## src/verilog/mm_pkg.sv

```systemverilog
/*
 * mm_pkg: sizes, row and matrix types and AXI channel structs shared
 * by the matrix-multiply accelerator
 */
package mm_pkg;

    // matrix geometry
    localparam int MAT_N  = 4;
    localparam int ELEM_W = 32;
    localparam int ROW_W  = MAT_N * ELEM_W;
    localparam int BEATS  = MAT_N * MAT_N;

    // AXI field widths and fixed encodings
    localparam int ADDR_W = 32;
    localparam int ID_W   = 4;
    localparam logic [ID_W-1:0] ID_A = 4'd0;
    localparam logic [ID_W-1:0] ID_B = 4'd1;
    localparam logic [7:0] AXI_LEN        = 8'(BEATS - 1);
    localparam logic [2:0] AXI_SIZE_WORD  = 3'd2;
    localparam logic [1:0] AXI_BURST_INCR = 2'b01;

    typedef logic [ELEM_W-1:0] elem_t;
    typedef elem_t [MAT_N-1:0] row_t;
    typedef row_t [MAT_N-1:0]  mat_t;

    typedef struct packed {
        logic              valid;
        logic [ID_W-1:0]   id;
        logic [ADDR_W-1:0] addr;
        logic [7:0]        len;
        logic [2:0]        size;
        logic [1:0]        burst;
    } axi_ar_t;

    typedef struct packed {
        logic            valid;
        logic [ID_W-1:0] id;
        elem_t           data;
        logic            last;
    } axi_r_t;

    typedef struct packed {
        logic              valid;
        logic [ADDR_W-1:0] addr;
        logic [7:0]        len;
        logic [2:0]        size;
        logic [1:0]        burst;
    } axi_aw_t;

    typedef struct packed {
        logic              valid;
        elem_t             data;
        logic [ELEM_W/8-1:0] strb;
        logic              last;
    } axi_w_t;

    typedef struct packed {
        logic       valid;
        logic [1:0] resp;
    } axi_b_t;

endpackage

```

## src/verilog/row_buffer.sv

```systemverilog
/*
 * row buffer: packs 32-bit read beats into 128-bit rows, keeps four rows
 * and returns one row per cycle through a registered read port
 */
`timescale 1ns/1ns

module row_buffer (
    input  logic          clk,
    input  logic          rst_n,
    input  logic          clear_i,
    input  logic          beat_valid_i,
    input  mm_pkg::elem_t beat_data_i,
    input  logic [1:0]    rd_addr_i,
    output mm_pkg::row_t  rd_row_o,
    output logic          full_o
);
    logic [mm_pkg::ROW_W-1:0] mem [mm_pkg::MAT_N];
    mm_pkg::elem_t [2:0]      partial;
    logic [1:0]               beat_cnt;
    logic [1:0]               row_ptr;
    logic                     wr_en;

    // beats after the fourth row are dropped
    assign wr_en = beat_valid_i && !full_o;

    always_ff @(posedge clk) begin
        if (!rst_n || clear_i) begin
            beat_cnt <= 2'd0;
            row_ptr  <= 2'd0;
            full_o   <= 1'b0;
        end else if (wr_en) begin
            beat_cnt <= beat_cnt + 2'd1;
            if (beat_cnt == 2'd3) begin
                row_ptr <= row_ptr + 2'd1;
                if (row_ptr == 2'd3)
                    full_o <= 1'b1;
            end
        end
    end

    // element 0 of a row is the first beat
    always_ff @(posedge clk) begin
        if (wr_en) begin
            if (beat_cnt == 2'd3)
                mem[row_ptr] <= {beat_data_i, partial[2], partial[1], partial[0]};
            else
                partial[beat_cnt] <= beat_data_i;
        end
        rd_row_o <= mem[rd_addr_i];
    end

endmodule

```

## config.mk

```make
export PLATFORM = sky130hd
export DESIGN_NAME = row_buffer
export DESIGN_NICKNAME = d
export VERILOG_FILES = /design/src/verilog/mm_pkg.sv /design/src/verilog/row_buffer.sv
export SDC_FILE = /design/constraint.sdc
export NUM_CORES = 1
export LEC_CHECK = 0
export BUFFER_PORTS_ARGS = -buffer_cell sky130_fd_sc_hd__buf_2
export CAP_MARGIN = 10
export CORE_MARGIN = 2
export CORE_UTILIZATION = 52
export CTS_BUF_LIST = sky130_fd_sc_hd__clkbuf_2
export DETAILED_ROUTE_END_ITERATION = 8
export PLACE_DENSITY = 0.68
export SYNTH_ARGS = -nofsm -noshare
export SYNTH_HDL_FRONTEND = slang
export SYNTH_SLANG_ARGS = --single-unit
```

## constraint.sdc

```tcl
create_clock -name clk -period 4.9 [get_ports clk]
set_clock_uncertainty 0.15 [all_clocks]
set_input_delay 0.245 -clock clk [delete_from_list [all_inputs] [get_ports clk]]
set_output_delay 0.245 -clock clk [all_outputs]
set_load 0.02 [all_outputs]
```

## Yosys cells after proc, flatten, opt, wreduce, memory -nomap -nowiden

Memories as Yosys holds them, arrays and structs flattened. A register that Yosys moved wholly into a read port is not among the register bits.
Index checks and enable logic that the tools add are counted.

- Multiplexer cells: 6
- Add/sub/neg operators: 2
- Eq/ne operators: 2
- Reductions and logical operators: 8
- Bitwise operators: 1
- $lt $le $gt $ge: 2

Operators with widths:

| kind | count |
|---|---|
| 96-bit bitwise mux | 1 |
| 32-bit demux with 2-bit select | 1 |
| 32-bit two-way mux | 1 |
| 2-bit by 1-bit adder with 2-bit output, second input constant | 2 |
| 2-bit equality test, second input constant | 2 |
| 2-bit AND reduction | 2 |
| 2-bit by 3-bit < comparator with 1-bit output, second input constant | 1 |
| 1-bit two-way mux | 3 |
| 3-bit AND reduction | 1 |
| 2-bit by 1-bit >= comparator with 1-bit output, second input constant | 1 |
| 1-bit logical AND | 2 |
| 1-bit zero test | 2 |
| 1-bit logical OR | 1 |
| 1-bit inverter | 1 |

- Register bits after elaboration: 101
- Logic and storage cells: 28
- Memories kept: 1
- RAM bits: 512
- Input port bits: 38

Memory list:

| memory | words | bits a word | rd ports | clocked after memory_dff | wr ports | line | source |
|---|---|---|---|---|---|---|---|
| mem | 4 | 128 | 1 | 1 | 1 | row_buffer.sv:17 | `logic [mm_pkg::ROW_W-1:0] mem [mm_pkg::MAT_N];` |

## Logic depth before layout (Yosys ltp)

- Depth in word-level cells: 5
- Depth in mapped cells: 4
- Gate-level depth less buffers: 4

## Worst setup path after synthesis

OpenSTA, ideal clock, no wires.

- Kind: reg-to-reg
- Start point: register full_o
- End point: memory mem[0][0] in the netlist's numbering (enable)
- Path slack: 0.507 ns
- Cell stages (with the launch flop): 3
- Required time: 4.247 ns
- Library setup time: 0.503 ns
- Data arrival time: 3.739 ns
- Cell sequence: dfxtp_1 -> nor2b_1 -> and3_1

- Cells in the longest elaborated chain, start to end: 4

Ends and longest elaborated chain:

| element | line | source |
|---|---|---|
| start: declaration | row_buffer.sv:15 | `output logic full_o` |
| start signal: assignment | row_buffer.sv:30 | `full_o <= 1'b0;` |
| start signal: assignment | row_buffer.sv:36 | `full_o <= 1'b1;` |
| 1-bit zero test | row_buffer.sv:24 | `assign wr_en = beat_valid_i && !full_o;` |
| 1-bit logical AND | row_buffer.sv:24 |  |
| 1-bit two-way mux | row_buffer.sv:43 | `if (wr_en) begin` |
| 1-bit two-way mux (implied by the code) | row_buffer.sv:45 | `mem[row_ptr] <= {beat_data_i, partial[2], partial[1], partial[0]};` |
| end: declaration | row_buffer.sv:17 |  |

No other way between the ends.

## Final worst setup path

- Start point: register full_o
- End point: memory mem[3][86] in the netlist's numbering (enable)

The elaborated chain is that of the path after synthesis.

==> results.json <==
{
  "start_util_pct": 52.48,
  "cts_tree": "done",
  "cts.sinks": 741,
  "ys_seq_elements": 741,
  "netlist.area_leader.share_pct": 74.89,
  "ctsHtreeMaxLevel": 4,
  "worstPathCellList": "nor2b_1 > and3_4 > buf_4",
  "async_flop_share_pct": 0,
  "ys_types": 20,
  "slowest_delay_ns": 0.88,
  "place_hpwl_um": 23010,
  "wl_met1_um": 18410,
  "p_per_area_nw_per_um2": 398.0,
  "cts_hold_buf": 77,
  "pwr-share-seq_pct": 61.2,
  "drcViolationCount": 0,
  "fin_nets": 1386,
  "multi_input_area_um2": 3166,
  "setup_violations": 0,
  "arrival_ns": 3.45,
  "crit_fanout": 60,
  "ant_nets": 0,
  "first_global_vias": 11735,
  "dieArea_um2": 48630,
  "gp_congestion": 0.7036,
  "timing.rr.end": "mem[3][86]$_DFFE_PP_",
  "rr_worst_depth": 3,
  "tightest_slew_ns": 1.035,
  "p_sw_mw": 2.573,
  "fin_cells": 2093,
  "yosys.area_share.simple_pct": 0.4157,
  "yosysWarnings": 0,
  "vias": 10831,
  "rsz0062_at_grt": "false",
  "postCtsSetupRepairBufs": 0,
  "drtIter0Drc": 728,
  "leakagePower_nw": 9.919,
  "avgSynthCellArea_um2": 26.13,
  "clockPowerShare_pct": 35.1,
  "rr_startpoint": "full_o$_SDFFE_PP0P_",
  "core_um2": 46460,
  "p_comb_share_pct": 3.7,
  "post_drt_via_cell_ratio": 5.175,
  "worstSetupEndpointType": "register",
  "synth_edf_count": 608,
  "highest_layer": "met4",
  "worstSetupStartpointType": "register",
  "worstSetupPathType": "register to register",
  "required_ns": 5.61,
  "wl_met2_um": 22380,
  "crit_end": "mem[3][86]$_DFFE_PP_",
  "post_cts_resized": 0,
  "die_h_um": 220.5,
  "routedWlPerCell_um": 21.22,
  "fmax_mhz": 365.2,
  "sw_frac_of_total_pct": 22.81,
  "synth_fa_ha_area_share_pct": 0.4619,
  "fin_setup_tns_ns": 0,
  "dr.pass1.iters": 6,
  "synth_top_family_by_area": "multiplexers",
  "netlist_instances": 933,
  "synth_largest_area_cell": "edfxtp_1",
  "synth-xor-area-share_pct": 0.07185,
  "synth_area_leaders": "edfxtp_1 (75%), mux4_2 (12%), dfxtp_1 (11%)",
  "synth-compound-area-share_pct": 0.06672,
  "slew_viol_final": 0,
  "drive_above_1_share_pct": 40.70,
  "clk_latency_ns": 1.25,
  "totalWireLength_um": 44420,
  "clk_pin_slew_ns": 0.12,
  "io_buffers": 166,
  "vdd_ir_drop_max_uv": 250.1,
  "syn2layout_area_growth_pct": 16.24,
  "hold_class": "input pin to register",
  "fillers": 3384,
  "synthesis.nets": 980,
  "syn-cell-area_um2": 24380,
  "cellInternalPower_mw": 8.706,
  "startpoint": "full_o$_SDFFE_PP0P_",
  "met3_length_um": 2925,
  "grt_overflow_total": 0,
  "regArea_um2": 20920,
  "r2r_slack_ns": 2.16,
  "fin_crit_ns": 2.738,
  "finalWorstSetupSlack_ns": 2.162,
  "ys.flop_type": "edfxtp_1",
  "min_from": "clear_i",
  "grt_max_degree": 78,
  "slowest_stage": "and3_4",
  "slew_headroom_pct": 31.02,
  "dpl_worst_slack_ns": 2.082,
  "synthMuxAreaShare_pct": 11.82,
  "hold_viol": 0,
  "fp.dieW_um": 220.5,
  "fin_crit_sh_pct": 55.88,
  "yosysSeqAreaShare_pct": 85.81,
  "num_io_pins": 167,
  "grt_pass1_wl_um": 67170,
  "dp.cells": 1696,
  "row_count": 79,
  "numCtsBuffers": 171,
  "drv_cap": 0,
  "clockRootBuffer": "clkbuf_2",
  "grt.total_usage_pct": 19.26,
  "run_status": "finished, final reports clean",
  "cts_buffer_depth": 3,
  "antenna_found_initial": 1
}
==> power by group through the flow <==
stage,registers [mW],logic [mW],clock network (mW)
final,6.91,0.418,3.95
after global routing,6.92,0.449,4.42
after CTS,6.91,0.428,4.11
after detailed placement,7.05,0.373,0
after global placement,7.05,0.372,0
after floorplan,7.10,0.173,0
==> final cells by class <==
class,count,area share [%]
diodes,2,0.01766
clock buffers,269,4.751
clock inverters,49,1.086
inverters,4,0.05298
multi-input cells,160,11.17
flip-flops and latches,741,73.82
well taps,607,2.680
repair buffers,261,6.420
==> critical path, delay by kind of cell (launching register included) <==
family,cells,cell delay [ns]
simple gates,2,1.28
buf+inv,1,0.50
flops,1,0.34
==> cells in the final DEF, fill, tap and decap left out, types with 3 or more instances in the layout <==
cell type,netlist,final
and3_4,0,4
buf_12,10,4
buf_2,13,164
buf_4,0,14
bufinv_16,0,4
clkbuf_2,0,269
clkinv_1,0,34
clkinv_2,0,4
dfxtp_1,133,133
dlygate4sd3_1,0,76
edfxtp_1,608,608
ha_1,9,9
inv_1,4,4
inv_2,0,4
mux4_2,128,128
nand2_1,3,3
nor2_1,3,3
nor3b_2,0,3
==> per-layer routing <==
layer | global-route usage [%] | vias up
met1 | 24.94 | 5575
met2 | 30.98 | 373
met4 | 7.333 | 0
li1 | - | 4820
met5 | 0 | -
met3 | 5.993 | 63
==> registers in the layout, indices dropped and copies added, names as in the netlist <==
signal    count
beat_cnt      2
full_o        1
mem         512
partial      96
rd_row_o    128
row_ptr       2
==> stage by stage <==
| step | power, mW | utilization, % | area, um2 | hold WS [ns] |
|---|---|---|---|---|
| global route | 11.79 | 60.99 | 28340 | 0.1424 |
| floorplan | 7.276 | - | 24380 | 0.1939 |
| detailed placement | 7.426 | 55.73 | 25890 | 0.3309 |
| CTS | 11.45 | 60.99 | 28330 | 0.06611 |
| global placement | 7.422 | 55.73 | 25890 | 0.3168 |
| finish | 11.28 | 61.00 | 28340 | 0.2911 |
==> cells in the mapped netlist (2+ instances only) <==
cell,count
mux4_2,128
edfxtp_1,608
buf_2,13
nor3b_1,3
xnor2_1,2
a21oi_1,2
dfxtp_1,133
nand2b_1,2
buf_6,4
nor2_1,3
nand2_1,3
buf_12,10
ha_1,9
and3_1,4
inv_1,4
==> cell families after synthesis <==
group / Yosys count
buffers and inverters: 32
xor gates and xnor gates: 2
AOI/OAI and AO/OA: 3
adders and majority gates: 9
DFF: 741
and+or+nand+nor: 18
muxes: 128
==> worst min path at each step <==
| stage | slack [ns] | cells past startpoint | endpoint |
|---|---|---|---|
| after floorplan | 0.19 | 0 | mem[0][100]$_DFFE_PP_ |
| after CTS | 0.07 | 5 | beat_cnt[0]$_SDFFE_PP0N_ |
| final | 0.29 | 5 | beat_cnt[0]$_SDFFE_PP0N_ |
| after global placement | 0.32 | 0 | mem[1][87]$_DFFE_PP_ |
| after global routing | 0.14 | 3 | mem[2][98]$_DFFE_PP_ |
| after detailed placement | 0.33 | 0 | mem[1][38]$_DFFE_PP_ |
Note: power is estimated with default switching activity, not from simulation.
