**src/verilog/mm_pkg.sv**
```systemverilog
/*
 * mm_pkg: sizes, row and matrix types and AXI channel structs shared
 * by the matrix-multiply accelerator
 */
package mm_pkg;

    // matrix geometry
    localparam int MAT_N  = 4;
    localparam int ELEM_W = 32;
    localparam int ROW_W  = MAT_N * ELEM_W;
    localparam int BEATS  = MAT_N * MAT_N;

    // AXI field widths and fixed encodings
    localparam int ADDR_W = 32;
    localparam int ID_W   = 4;
    localparam logic [ID_W-1:0] ID_A = 4'd0;
    localparam logic [ID_W-1:0] ID_B = 4'd1;
    localparam logic [7:0] AXI_LEN        = 8'(BEATS - 1);
    localparam logic [2:0] AXI_SIZE_WORD  = 3'd2;
    localparam logic [1:0] AXI_BURST_INCR = 2'b01;

    typedef logic [ELEM_W-1:0] elem_t;
    typedef elem_t [MAT_N-1:0] row_t;
    typedef row_t [MAT_N-1:0]  mat_t;

    typedef struct packed {
        logic              valid;
        logic [ID_W-1:0]   id;
        logic [ADDR_W-1:0] addr;
        logic [7:0]        len;
        logic [2:0]        size;
        logic [1:0]        burst;
    } axi_ar_t;

    typedef struct packed {
        logic            valid;
        logic [ID_W-1:0] id;
        elem_t           data;
        logic            last;
    } axi_r_t;

    typedef struct packed {
        logic              valid;
        logic [ADDR_W-1:0] addr;
        logic [7:0]        len;
        logic [2:0]        size;
        logic [1:0]        burst;
    } axi_aw_t;

    typedef struct packed {
        logic              valid;
        elem_t             data;
        logic [ELEM_W/8-1:0] strb;
        logic              last;
    } axi_w_t;

    typedef struct packed {
        logic       valid;
        logic [1:0] resp;
    } axi_b_t;

endpackage

```
**src/verilog/dma_engine.sv**
```systemverilog
/*
 * DMA engine: reads A and B as two overlapped AXI bursts, steers beats
 * into the row buffers, starts the multiply and writes C back in one burst
 */
`timescale 1ns/1ns

module dma_engine (
    input  logic                      clk,
    input  logic                      rst_n,
    input  logic [mm_pkg::ADDR_W-1:0] mat_a_addr_i,
    input  logic [mm_pkg::ADDR_W-1:0] mat_b_addr_i,
    input  logic [mm_pkg::ADDR_W-1:0] mat_c_addr_i,
    input  logic                      start_i,
    output logic                      done_o,
    output mm_pkg::axi_ar_t           ar_o,
    input  logic                      arready_i,
    input  mm_pkg::axi_r_t            r_i,
    output logic                      rready_o,
    output mm_pkg::axi_aw_t           aw_o,
    input  logic                      awready_i,
    output mm_pkg::axi_w_t            w_o,
    input  logic                      wready_i,
    input  mm_pkg::axi_b_t            b_i,
    output logic                      bready_o,
    output logic                      buf_clear_o,
    output logic                      a_beat_valid_o,
    output logic                      b_beat_valid_o,
    output mm_pkg::elem_t             beat_data_o,
    input  logic                      a_full_i,
    input  logic                      b_full_i,
    output logic                      mm_start_o,
    input  logic                      mm_done_i,
    input  mm_pkg::mat_t              result_i
);
    typedef enum logic [2:0] {
        IDLE,
        ADDR_A,
        ADDR_B,
        LOAD,
        WAIT_MM,
        ADDR_C,
        WRITE_C,
        WAIT_B
    } state_t;

    state_t                    state;
    state_t                    state_n;
    logic [mm_pkg::ADDR_W-1:0] a_base;
    logic [mm_pkg::ADDR_W-1:0] b_base;
    logic [mm_pkg::ADDR_W-1:0] c_base;
    logic [3:0]                wr_cnt;
    logic                      accept;
    logic                      r_fire;
    logic                      w_fire;
    logic                      both_full;

    // start is only taken from idle
    assign accept    = (state == IDLE) && start_i;
    assign r_fire    = (state == LOAD) && r_i.valid;
    assign w_fire    = (state == WRITE_C) && wready_i;
    assign both_full = a_full_i && b_full_i;

    always_ff @(posedge clk) begin
        if (!rst_n)
            state <= IDLE;
        else
            state <= state_n;
    end

    always_comb begin
        state_n = state;
        case (state)
            IDLE:    if (start_i) state_n = ADDR_A;
            ADDR_A:  if (arready_i) state_n = ADDR_B;
            ADDR_B:  if (arready_i) state_n = LOAD;
            LOAD:    if (both_full) state_n = WAIT_MM;
            WAIT_MM: if (mm_done_i) state_n = ADDR_C;
            ADDR_C:  if (awready_i) state_n = WRITE_C;
            WRITE_C: if (w_fire && w_o.last) state_n = WAIT_B;
            WAIT_B:  if (b_i.valid) state_n = IDLE;
            default: state_n = IDLE;
        endcase
    end

    // base addresses captured once per run
    always_ff @(posedge clk) begin
        if (accept) begin
            a_base <= mat_a_addr_i;
            b_base <= mat_b_addr_i;
            c_base <= mat_c_addr_i;
        end
    end

    // write beat counter, wraps back to 0 after the 16th beat
    always_ff @(posedge clk) begin
        if (!rst_n)
            wr_cnt <= 4'd0;
        else if (w_fire)
            wr_cnt <= wr_cnt + 4'd1;
    end

    always_ff @(posedge clk) begin
        if (!rst_n)
            done_o <= 1'b0;
        else
            done_o <= (state == WAIT_B) && b_i.valid;
    end

    // read address, A burst first then B
    always_comb begin
        ar_o.valid = (state == ADDR_A) || (state == ADDR_B);
        ar_o.id    = (state == ADDR_B) ? mm_pkg::ID_B : mm_pkg::ID_A;
        ar_o.addr  = (state == ADDR_B) ? b_base : a_base;
        ar_o.len   = mm_pkg::AXI_LEN;
        ar_o.size  = mm_pkg::AXI_SIZE_WORD;
        ar_o.burst = mm_pkg::AXI_BURST_INCR;
    end

    // R beats steered by id
    assign rready_o       = (state == LOAD);
    assign a_beat_valid_o = r_fire && (r_i.id == mm_pkg::ID_A);
    assign b_beat_valid_o = r_fire && (r_i.id == mm_pkg::ID_B);
    assign beat_data_o    = r_i.data;

    assign buf_clear_o = accept;
    assign mm_start_o  = (state == LOAD) && both_full;

    always_comb begin
        aw_o.valid = (state == ADDR_C);
        aw_o.addr  = c_base;
        aw_o.len   = mm_pkg::AXI_LEN;
        aw_o.size  = mm_pkg::AXI_SIZE_WORD;
        aw_o.burst = mm_pkg::AXI_BURST_INCR;
    end

    // C goes out row-major, C[0][0] first
    always_comb begin
        w_o.valid = (state == WRITE_C);
        w_o.data  = result_i[wr_cnt[3:2]][wr_cnt[1:0]];
        w_o.strb  = '1;
        w_o.last  = (wr_cnt == 4'(mm_pkg::BEATS - 1));
    end

    assign bready_o = (state == WAIT_B);

endmodule

```
**config.mk**
```make
export PLATFORM = sky130hd
export DESIGN_NAME = dma_engine
export DESIGN_NICKNAME = d
export VERILOG_FILES = /design/src/verilog/mm_pkg.sv /design/src/verilog/dma_engine.sv
export SDC_FILE = /design/constraint.sdc
export NUM_CORES = 1
export LEC_CHECK = 0
export ABC_AREA = 1
export BUFFER_PORTS_ARGS = -buffer_cell sky130_fd_sc_hd__buf_2
export CAP_MARGIN = 20
export CORE_AREA = 2 2 321 323
export CTS_CLUSTER_SIZE = 30
export DETAILED_ROUTE_END_ITERATION = 7
export DIE_AREA = 0 0 323 325
export SYNTH_ARGS = -nofsm -noshare
export SYNTH_HDL_FRONTEND = slang
export SYNTH_SLANG_ARGS = --single-unit
```
**constraint.sdc**
```tcl
create_clock -name clk -period 11.2 [get_ports clk]
set_input_delay 1.68 -clock clk [delete_from_list [all_inputs] [get_ports clk]]
set_output_delay 1.68 -clock clk [all_outputs]
set_load 0.05 [all_outputs]
```
### Word level (Yosys, flattened, before mapping)

Cells that the tools add are included.

* mux-type cells: 15
* reduce and logical (&&, ||, !) cells: 13
* $add $sub $neg: 1
* eq/ne operators: 17
* magnitude comparators: 2

Operator list (count)
* binary-select mux 128 bit (select 2 bit): 1
* 2-to-1 mux 128 bit: 1
* binary-select mux 32 bit (select 2 bit): 1
* 2-to-1 mux 32 bit: 2
* 2-to-1 mux 3 bit: 8
* case mux 3 bit (8 select lines): 1
* == test 3 bit (second input constant): 4
* != test 2 bit (second input constant): 5
* logical AND 1 bit: 9
* AND reduction 8 bit: 1
* == test 3 x 2 -> 1 bit (second input constant): 2
* less-than comparator 2 x 3 -> 1 bit (second input constant): 2
* != test 2 x 1 -> 1 bit (second input constant): 3
* adder 4 x 1 -> 4 bit (second input constant): 1
* == test 4 x 1 -> 1 bit (second input constant): 1
* == test 4 bit (second input constant): 1
* logical NOT 4 bit: 1
* == test 3 x 1 -> 1 bit (second input constant): 1
* logical NOT 3 bit: 1
* logical OR 1 bit: 1
* 2-to-1 mux 1 bit: 1

* logic and storage cells: 54
* output and inout port bits: 173
* input port bits: 658
* bits in registers: 104

### Depth between registers and ports, before layout

Gate-level depths: netlist of the first run.

* depth after elaboration: 5
* depth in mapped cells: 10
* gate-level depth less buffers: 9

### Worst setup path before layout of the first run

OpenSTA, ideal clock, no wires.

* kind: in2out
* start point: input port start_i
* end point: output port buf_clear_o
* arrival time: 9165 ps
* cell stages on the path: 2
* path buffers: 0
* slack: 355 ps
* data required time: 9520 ps
* path through: inv_1 > nor3_1

* longest elaborated chain between the ends: 1

Ends and longest elaborated chain
* from (decl): line dma_engine.sv:13 `input logic start_i,`
* logical AND 1 bit: line dma_engine.sv:58 `assign accept = (state == IDLE) && start_i;`
* to (decl): line dma_engine.sv:25 `output logic buf_clear_o,`

Every way passes these cells.

==> flow_metrics.env, run 1 <==
export IMPL_status="complete, no violations"
export IMPL_path_clk_slew_ns=0.08
export IMPL_min_to="state[0]"
export IMPL_via_per_inst=3.74
export IMPL_fillers=12000
export IMPL_finalClockSkew_ns=0.0104
export IMPL_synth_edf_count=96
export IMPL_critPathRequiredTime_ns=9.52
export IMPL_place_gp_congestion=0.899
export IMPL_post_cts_setup_buffers=0
export IMPL_rr_worst_depth=8
export IMPL_final_period_utilization=0.483
export IMPL_vias=12400
export IMPL_syn_inst=1299
export IMPL_hp_class="flip-flop to flip-flop"
export IMPL_synth_top_area_cell="edfxtp_1"
export IMPL_drc=0
export IMPL_core_um2=101000
export IMPL_grt_pass1_wl_um=104000
export IMPL_die_area_um2=105000
export IMPL_start_kind="flip-flop"
export IMPL_ys_types=27
export IMPL_grt_pass1_vias=11700
export IMPL_synthToLayoutAreaGrowth_pct=56.9
export IMPL_hold_path_depth=2
export IMPL_rsz0062_at_grt="false"
export IMPL_worstMarginPinSlew_ns=0.957
export IMPL_boundaryPins=831
export IMPL_final_min_clock_period_ns=5.40
export IMPL_setup_viol=0
export IMPL_drtIter0Drc=777
export IMPL_crit_reg2reg_capture="state[1]"
export IMPL_drv_cap=0
export IMPL_fmax_ghz=0.185
export IMPL_die_h_um=325
export IMPL_synth_top_cell_area_share=0.329
export IMPL_gr_usage_all_layers=0.149
export IMPL_firstDrtPassIters=5
export IMPL_r2r_start="wr_cnt[3]"
export IMPL_antenna_left=0
export IMPL_critPathKind="flip-flop to primary output"
export IMPL_rrSetupSlack_ns=8.88
export IMPL_clockBufferDepth=2
export IMPL_hold_start="state[0]"
export IMPL_seq_area_um2=3050
export IMPL_arrival_ns=3.72
export IMPL_ys_ff_latch=104
export IMPL_avgSynthCellArea_um2=6.74
export IMPL_cts_tree="yes"
export IMPL_grt_start_max_net_pins=138
export IMPL_fp_dieW_um=323
export IMPL_hpwl_um=70600
export IMPL_finalMaxSlewViolations=0
export IMPL_seq_area_frac_synth=0.347
export IMPL_cts_resized=0
export IMPL_clk_latency_ns=0.38
export IMPL_htreeDepth=3
export IMPL_overflow=0
export IMPL_p_leak_uw=0.00610
export IMPL_port_buffers=730
export IMPL_layout_nets=2574
export IMPL_hold_ws_ns=0.589
export IMPL_clock_sinks=104
export IMPL_async_flop_share=0
export IMPL_final_hold_violation_count=0
export IMPL_num_rows=117
export IMPL_drive_gt1_frac=0.405
export IMPL_multi_input_area_um2=4740
export IMPL_drt_wl_total_um=82400
export IMPL_ys_flop_type="edfxtp_1"
export IMPL_power_density_nw_per_um2=128
export IMPL_synth_top_cells_by_area="edfxtp_1 33%, nor2_1 14%, o21ai_0 12%"
export IMPL_numCtsBuffers=9
export IMPL_end_kind="primary output"
export IMPL_yosysMostFrequentCell="nor2_1"
export IMPL_ys_warn_count=0
export IMPL_fin_setup_tns_ns=0
export IMPL_peakVddDrop_uv=187
export IMPL_hold_buffers=0
export IMPL_max_slew_margin=0.356
export IMPL_clockRootBuffer="clkbuf_16"
export IMPL_wire_per_inst_um=24.9
export IMPL_antenna_found_initial=108
export IMPL_initial_core_util=0.0864
export IMPL_syn_area_um2=8760
export IMPL_crit_fanout=75
export IMPL_synth_common_cells="337 x nor2_1, 212 x o21ai_0, 178 x nand2_1"
export IMPL_dp_cells=3272
export IMPL_instances_no_fill=3312
-- placed cells by master, fill, tap and decap left out, types with 3 or more instances in the layout --
cell type,count
a21oi_1,5
buf_2,730
buf_4,15
clkbuf_16,9
conb_1,33
dfxtp_1,5
diode_2,24
edfxtp_1,96
inv_1,19
inv_2,5
nand2_1,178
nand3_1,72
nor2_1,336
nor3_1,6
nor4_1,3
o211ai_1,64
o21ai_0,212
o21ai_1,47
o22ai_1,64
-- logic make-up (layout without fill, tap and decap cells) --
logic type	Yosys count	in the layout	share of synthesized area
buffers and inverters	197	787	0.126
AO/OA/AOI/OAI	392	392	0.251
adder cells (fa/ha/maj)	1	1	0.00143
flip-flops	104	104	0.347
other	2	57	0.000858
AND/OR/NAND/NOR	603	603	0.272
-- registers in the layout, indices dropped and copies added (netlist names) --
signal / flops
state: 3
b_base: 32
done_o: 1
c_base: 32
a_base: 32
wr_cnt: 4
-- worst max-delay path, cell delays in order, from the launching register on --
cell,delay (ns)
dfxtp_4,0.89
inv_8,0.31
buf_4,0.46
o21ai_0,0.82
o211ai_1,0.19
nand3_1,0.25
nand3_1,0.10
buf_2,0.23
-- where the power goes --
group / internal [uW] / leakage (uW) / switching [uW]
clock: 156 / 0.000141 / 168
sequential: 537 / 0.000971 / 31.4
combinational: 204 / 0.00499 / 661
-- how the worst max path moves through the flow --
stage | to | slack (ns) | start | cells past startpoint
floorplan | buf_clear_o | 0.35 | start_i | 2
detailed placement | w_o[32] | 5.94 | wr_cnt[2] | 7
finish | w_o[32] | 5.80 | wr_cnt[2] | 7
CTS | w_o[32] | 5.49 | wr_cnt[2] | 7
global placement | w_o[31] | 5.94 | wr_cnt[2] | 7
global route | w_o[32] | 5.47 | wr_cnt[2] | 7
-- metal layers --
layer | GRT usage | vias to the layer above | wire length [um]
met2 | 0.264 | 753 | 40900
met3 | 0.0579 | 222 | 8740
met4 | 0.0399 | 80 | 2220
met1 | 0.164 | 5681 | 30000
li1 | - | 5653 | -
met5 | 0 | - | 485
-- layout make-up --
cell class | instances | share of cell area
sequential | 104 | 0.222
clock inverter | 7 | 0.00483
tap | 1368 | 0.125
clock buffer | 9 | 0.0164
antenna | 24 | 0.00437
timing repair buffer | 746 | 0.275
inverter | 25 | 0.00737
multi-input combinational | 1029 | 0.345
-- stage by stage --
step	setup slack, ns	cell area, um2	utilization	power, uW
5_1_grt	5.47	13700	0.135	1850
4_1_cts	5.49	13700	0.135	1790
3_3_place_gp	5.94	13400	0.132	1460
6_report	5.80	13700	0.136	1760
2_1_floorplan	0.355	8870	-	1190
3_5_place_dp	5.94	13400	0.132	1460
(Power assumes the default switching activity.)
==> run 2: changes to the inputs <==
==> constraint.sdc (replaced) <==
create_clock -name clk -period 5.37 [get_ports clk]
set_input_delay 0.8055 -clock clk [delete_from_list [all_inputs] [get_ports clk]]
set_output_delay 0.8055 -clock clk [all_outputs]
set_load 0.05 [all_outputs]
==> flow_metrics.env, run 2 (synthesis results as in run 1) <==
export IMPL_drive_gt1_frac=0.406
export IMPL_num_rows=117
export IMPL_wire_per_inst_um=23.9
export IMPL_topRoutingLayerUsed="met5"
export IMPL_min_to="state[1]"
export IMPL_clockBufferDepth=2
export IMPL_final_min_clock_period_ns=4.22
export IMPL_setup_viol=0
export IMPL_top_regs="a_base: 32 flops, b_base: 32 flops, c_base: 32 flops"
export IMPL_htreeDepth=3
export IMPL_die_area_um2=105000
export IMPL_fmax_ghz=0.237
export IMPL_max_slew_margin=0.345
export IMPL_instances_no_fill=3319
export IMPL_gr_usage_all_layers=0.143
export IMPL_port_buffers=730
export IMPL_fin_ws_ns=1.15
export IMPL_core_um2=101000
export IMPL_seq_area_um2=3050
export IMPL_p_leak_uw=0.00615
export IMPL_post_cts_setup_buffers=0
export IMPL_p_clk_frac=0.179
export IMPL_fillers=12000
export IMPL_utilization=0.137
export IMPL_layout_common_cells="730 x buf_2, 336 x nor2_1, 212 x o21ai_0"
export IMPL_status="complete, no violations"
export IMPL_vias=12400
export IMPL_dp_cells=3279
export IMPL_drc=0
export IMPL_dr_wl_met3_um=9050
export IMPL_crit_fanout=154
export IMPL_grt_pass1_wl_um=100000
export IMPL_layout_commonest_cell="buf_2"
export IMPL_hold_start="state[1]"
export IMPL_multi_input_area_um2=4750
export IMPL_p_sw_uw=1760
export IMPL_hpwl_um=68600
export IMPL_worstMarginPinSlew_ns=0.983
export IMPL_drt_wl_total_um=79300
export IMPL_hp_class="flip-flop to flip-flop"
export IMPL_critPathRequiredTime_ns=4.56
export IMPL_drtIter0Drc=889
export IMPL_fp_dieW_um=323
export IMPL_grt_start_max_net_pins=155
export IMPL_peakVddDrop_uv=463
export IMPL_pwr_share_seq=0.325
export IMPL_p_comb_frac=0.496
export IMPL_clk_latency_ns=0.37
export IMPL_clockRootBuffer="clkbuf_16"
export IMPL_cts_resized=0
export IMPL_route_met2_wl_um=38300
export IMPL_crit_reg2reg_capture="state[1]"
export IMPL_place_gp_congestion=0.947
export IMPL_firstDrtPassIters=5
export IMPL_via_per_inst=3.73
export IMPL_hold_path_depth=2
export IMPL_synthToLayoutAreaGrowth_pct=58.0
export IMPL_path_clk_slew_ns=0.08
export IMPL_antenna_left=0
export IMPL_final_period_utilization=0.785
export IMPL_overflow=0
export IMPL_hold_buffers=0
export IMPL_final_hold_violation_count=0
export IMPL_boundaryPins=831
export IMPL_p_sw_frac=0.483
export IMPL_start_kind="flip-flop"
export IMPL_rrSetupSlack_ns=2.95
export IMPL_critPathKind="flip-flop to primary output"
export IMPL_fin_setup_tns_ns=0
export IMPL_cts_tree="yes"
export IMPL_power_internal_uw=1880
export IMPL_end_kind="primary output"
export IMPL_layout_nets=2581
export IMPL_initial_core_util=0.0864
export IMPL_post_place_ws_ns=1.40
export IMPL_die_h_um=325
export IMPL_rr_worst_depth=8
export IMPL_r2r_start="wr_cnt[2]"
export IMPL_arrival_ns=3.41
export IMPL_antenna_found_initial=101
export IMPL_power_density_nw_per_um2=263
export IMPL_drv_cap=0
export IMPL_grt_pass1_vias=11500
export IMPL_rsz0062_at_grt="false"
export IMPL_clock_sinks=104
export IMPL_numCtsBuffers=9
export IMPL_finalMaxSlewViolations=0
export IMPL_wl_met1_um=28300
export IMPL_finalClockSkew_ns=0.00962
## run 2: power by group through the flow
stage	combinational, uW	clock (uW)	sequential, uW
floorplan	1050	0	1380
global placement	1820	0	1200
detailed placement	1840	0	1200
CTS	1840	680	1190
global route	1930	698	1200
finish	1800	653	1180
## run 2: routing by layer
| layer | up-vias | global-route usage |
|---|---|---|
| met5 | - | 0.0116 |
| met4 | 64 | 0.0550 |
| met3 | 200 | 0.0626 |
| met2 | 777 | 0.247 |
| met1 | 5671 | 0.152 |
| li1 | 5664 | - |
## run 2: worst max path at each step
stage / from / depth (start not counted) / slack [ns] / end
floorplan: start_i / 2 / 1.09 / buf_clear_o
global placement: wr_cnt[2] / 6 / 1.44 / w_o[31]
detailed placement: wr_cnt[2] / 6 / 1.40 / w_o[31]
CTS: wr_cnt[2] / 6 / 0.96 / w_o[31]
global route: wr_cnt[2] / 6 / 0.85 / w_o[22]
finish: wr_cnt[2] / 7 / 1.15 / w_o[23]
## run 2: critical path: stages, from the launching register on
cell and delay, ns:
dfxtp_4 0.85, inv_8 0.45, buf_12 0.36, o21ai_0 0.51
o22ai_1 0.31, nand2_1 0.13, nand3_1 0.07, buf_2 0.22
## run 2: stage by stage
| step | total power, uW | instance area [um2] | hold slack (ns) |
|---|---|---|---|
| floorplan | 2440 | 8880 | 0.525 |
| global placement | 3020 | 13500 | 0.563 |
| detailed placement | 3040 | 13500 | 0.570 |
| CTS | 3710 | 13800 | 0.582 |
| global route | 3830 | 13800 | 0.588 |
| finish | 3640 | 13800 | 0.588 |
## run 2: final cells by class
class | instances | area share
Clock buffer | 9 | 0.0163
Tap cell | 1368 | 0.124
Inverter | 25 | 0.00733
Antenna cell | 24 | 0.00434
Clock inverter | 7 | 0.00461
Sequential cell | 104 | 0.221
Timing Repair Buffer | 753 | 0.280
Multi-Input combinational cell | 1029 | 0.343
==> run 3: changes to the inputs <==
--- a/config.mk
+++ b/config.mk
@@ -8,10 +8,10 @@
 export ABC_AREA = 1
 export BUFFER_PORTS_ARGS = -buffer_cell sky130_fd_sc_hd__buf_2
 export CAP_MARGIN = 20
-export CORE_AREA = 2 2 321 323
+export CORE_AREA = 2 2 320 322
 export CTS_CLUSTER_SIZE = 30
 export DETAILED_ROUTE_END_ITERATION = 7
-export DIE_AREA = 0 0 323 325
+export DIE_AREA = 0 0 322 324
 export SYNTH_ARGS = -nofsm -noshare
 export SYNTH_HDL_FRONTEND = slang
 export SYNTH_SLANG_ARGS = --single-unit
==> constraint.sdc (replaced) <==
create_clock -name clk -period 3.5 [get_ports clk]
set_input_delay 0.525 -clock clk [delete_from_list [all_inputs] [get_ports clk]]
set_output_delay 0.525 -clock clk [all_outputs]
set_load 0.05 [all_outputs]
==> flow_metrics.env, run 3 (synthesis results as in run 1) <==
export IMPL_port_buffers=730
export IMPL_cts_resized=0
export IMPL_grt_util_met3=0.0720
export IMPL_die_area_um2=104000
export IMPL_fp_dieW_um=322
export IMPL_pwr_share_seq=0.320
export IMPL_critPathRequiredTime_ns=2.97
export IMPL_drt_wl_total_um=78300
export IMPL_top_regs="a_base: 32 flops, b_base: 32 flops, c_base: 32 flops"
export IMPL_p_clk_frac=0.178
export IMPL_grt_busiest_layer="met2"
export IMPL_start_kind="flip-flop"
export IMPL_core_um2=101000
export IMPL_grtUsageMet1=0.148
export IMPL_overflow=0
export IMPL_final_hold_violation_count=0
export IMPL_numCtsBuffers=9
export IMPL_num_rows=117
export IMPL_clk_latency_ns=0.36
export IMPL_hpwl_um=68700
export IMPL_fillers=11800
export IMPL_layout_nets=2605
export IMPL_layout_common_cells="721 x buf_2, 336 x nor2_1, 212 x o21ai_0"
export IMPL_arrival_ns=2.85
export IMPL_end_kind="primary output"
export IMPL_antenna_found_initial=103
export IMPL_power_density_nw_per_um2=399
export IMPL_grt_pass1_wl_um=98500
export IMPL_place_gp_congestion=0.940
export IMPL_power_internal_uw=2900
export IMPL_instances_no_fill=3284
export IMPL_p_sw_uw=2740
export IMPL_cts_tree="yes"
export IMPL_finalClockSkew_ns=0.0129
export IMPL_hold_buffers=0
export IMPL_drive_gt1_frac=0.416
export IMPL_p_comb_frac=0.502
export IMPL_post_cts_setup_buffers=0
export IMPL_hold_ws_ns=0.327
export IMPL_final_min_clock_period_ns=3.37
export IMPL_p_leak_uw=0.00635
export IMPL_firstDrtPassIters=7
export IMPL_path_clk_slew_ns=0.09
export IMPL_clockRootBuffer="clkbuf_16"
export IMPL_worstMarginPinSlew_ns=0.907
export IMPL_layout_commonest_cell="buf_2"
export IMPL_gr_usage_all_layers=0.141
export IMPL_boundaryPins=831
export IMPL_status="complete, no violations"
export IMPL_synthToLayoutAreaGrowth_pct=61.6
export IMPL_grt_start_max_net_pins=84
export IMPL_dp_cells=3244
export IMPL_drtIter0Drc=1015
export IMPL_fmax_ghz=0.296
export IMPL_via_per_inst=3.82
export IMPL_grt_pass1_vias=11500
export IMPL_groute_layer_met2_usage=0.243
export IMPL_max_slew_margin=0.396
export IMPL_rsz0062_at_grt="false"
export IMPL_finalPower_uw=5640
export IMPL_wire_per_inst_um=23.9
export IMPL_drc=0
export IMPL_htreeDepth=3
export IMPL_clock_sinks=104
export IMPL_drv_cap=0
export IMPL_vias=12600
export IMPL_antenna_left=0
export IMPL_hp_class="input port to flip-flop"
export IMPL_final_period_utilization=0.964
export IMPL_clockBufferDepth=2
export IMPL_peakVddDrop_uv=614
export IMPL_critPathKind="flip-flop to primary output"
export IMPL_crit_fanout=35
export IMPL_initial_core_util=0.0867
export IMPL_setup_viol=0
export IMPL_die_h_um=324
export IMPL_finalMaxSlewViolations=0
export IMPL_p_sw_frac=0.485
run 3: power groups by stage:
stage,sequential [uW],combinational [uW],clock (uW)
after global routing,1830,3030,1070
after global placement,1830,2900,0
final,1810,2840,1000
after floorplan,2130,1620,0
after CTS,1810,2910,1040
after detailed placement,1830,2900,0
run 3: path summary, 6_finish.rpt:
kind / start / endpoint / slack [ns] / cells after the start
max: wr_cnt[3] / w_o[5] / 0.13 / 7
min: mat_a_addr_i[21] / a_base[21] / 0.33 / 1
max reg2reg: wr_cnt[2] / state[1] / 1.47 / 9
min reg2reg: state[0] / state[0] / 0.55 / 2
run 3: through the flow:
stage	util	setup WS (ns)	TNS (ns)	instance area, um2
after global placement	0.137	0.514	0	13800
after floorplan	-	-0.131	-8.27	8900
after detailed placement	0.137	0.508	0	13800
after global routing	0.140	0.0130	0	14100
after CTS	0.140	0.0818	0	14100
final	0.140	0.126	0	14200
run 3: per-layer routing:
layer	wire, um	up-vias
met5	509	-
met4	2610	78
met3	9850	194
met2	37900	840
met1	27500	5724
li1	-	5724
run 3: layout make-up:
cell class	instances	area [um2]	area share
Multi-Input combinational cell	1029	4750	0.336
Timing Repair Buffer	777	4270	0.301
Sequential cell	104	3050	0.216
Antenna cell	24	60.1	0.00424
Inverter	25	109	0.00769
Clock inverter	7	51.3	0.00362
Clock buffer	9	225	0.0159
Tap cell	1309	1640	0.116
run 3: critical path, stage by stage, from the launching register on:
cell	delay (ns)
dfxtp_4	0.67
buf_4	0.35
buf_4	0.39
o21ai_0	0.16
o22ai_1	0.40
nand2_1	0.10
nand3_1	0.09
buf_2	0.28
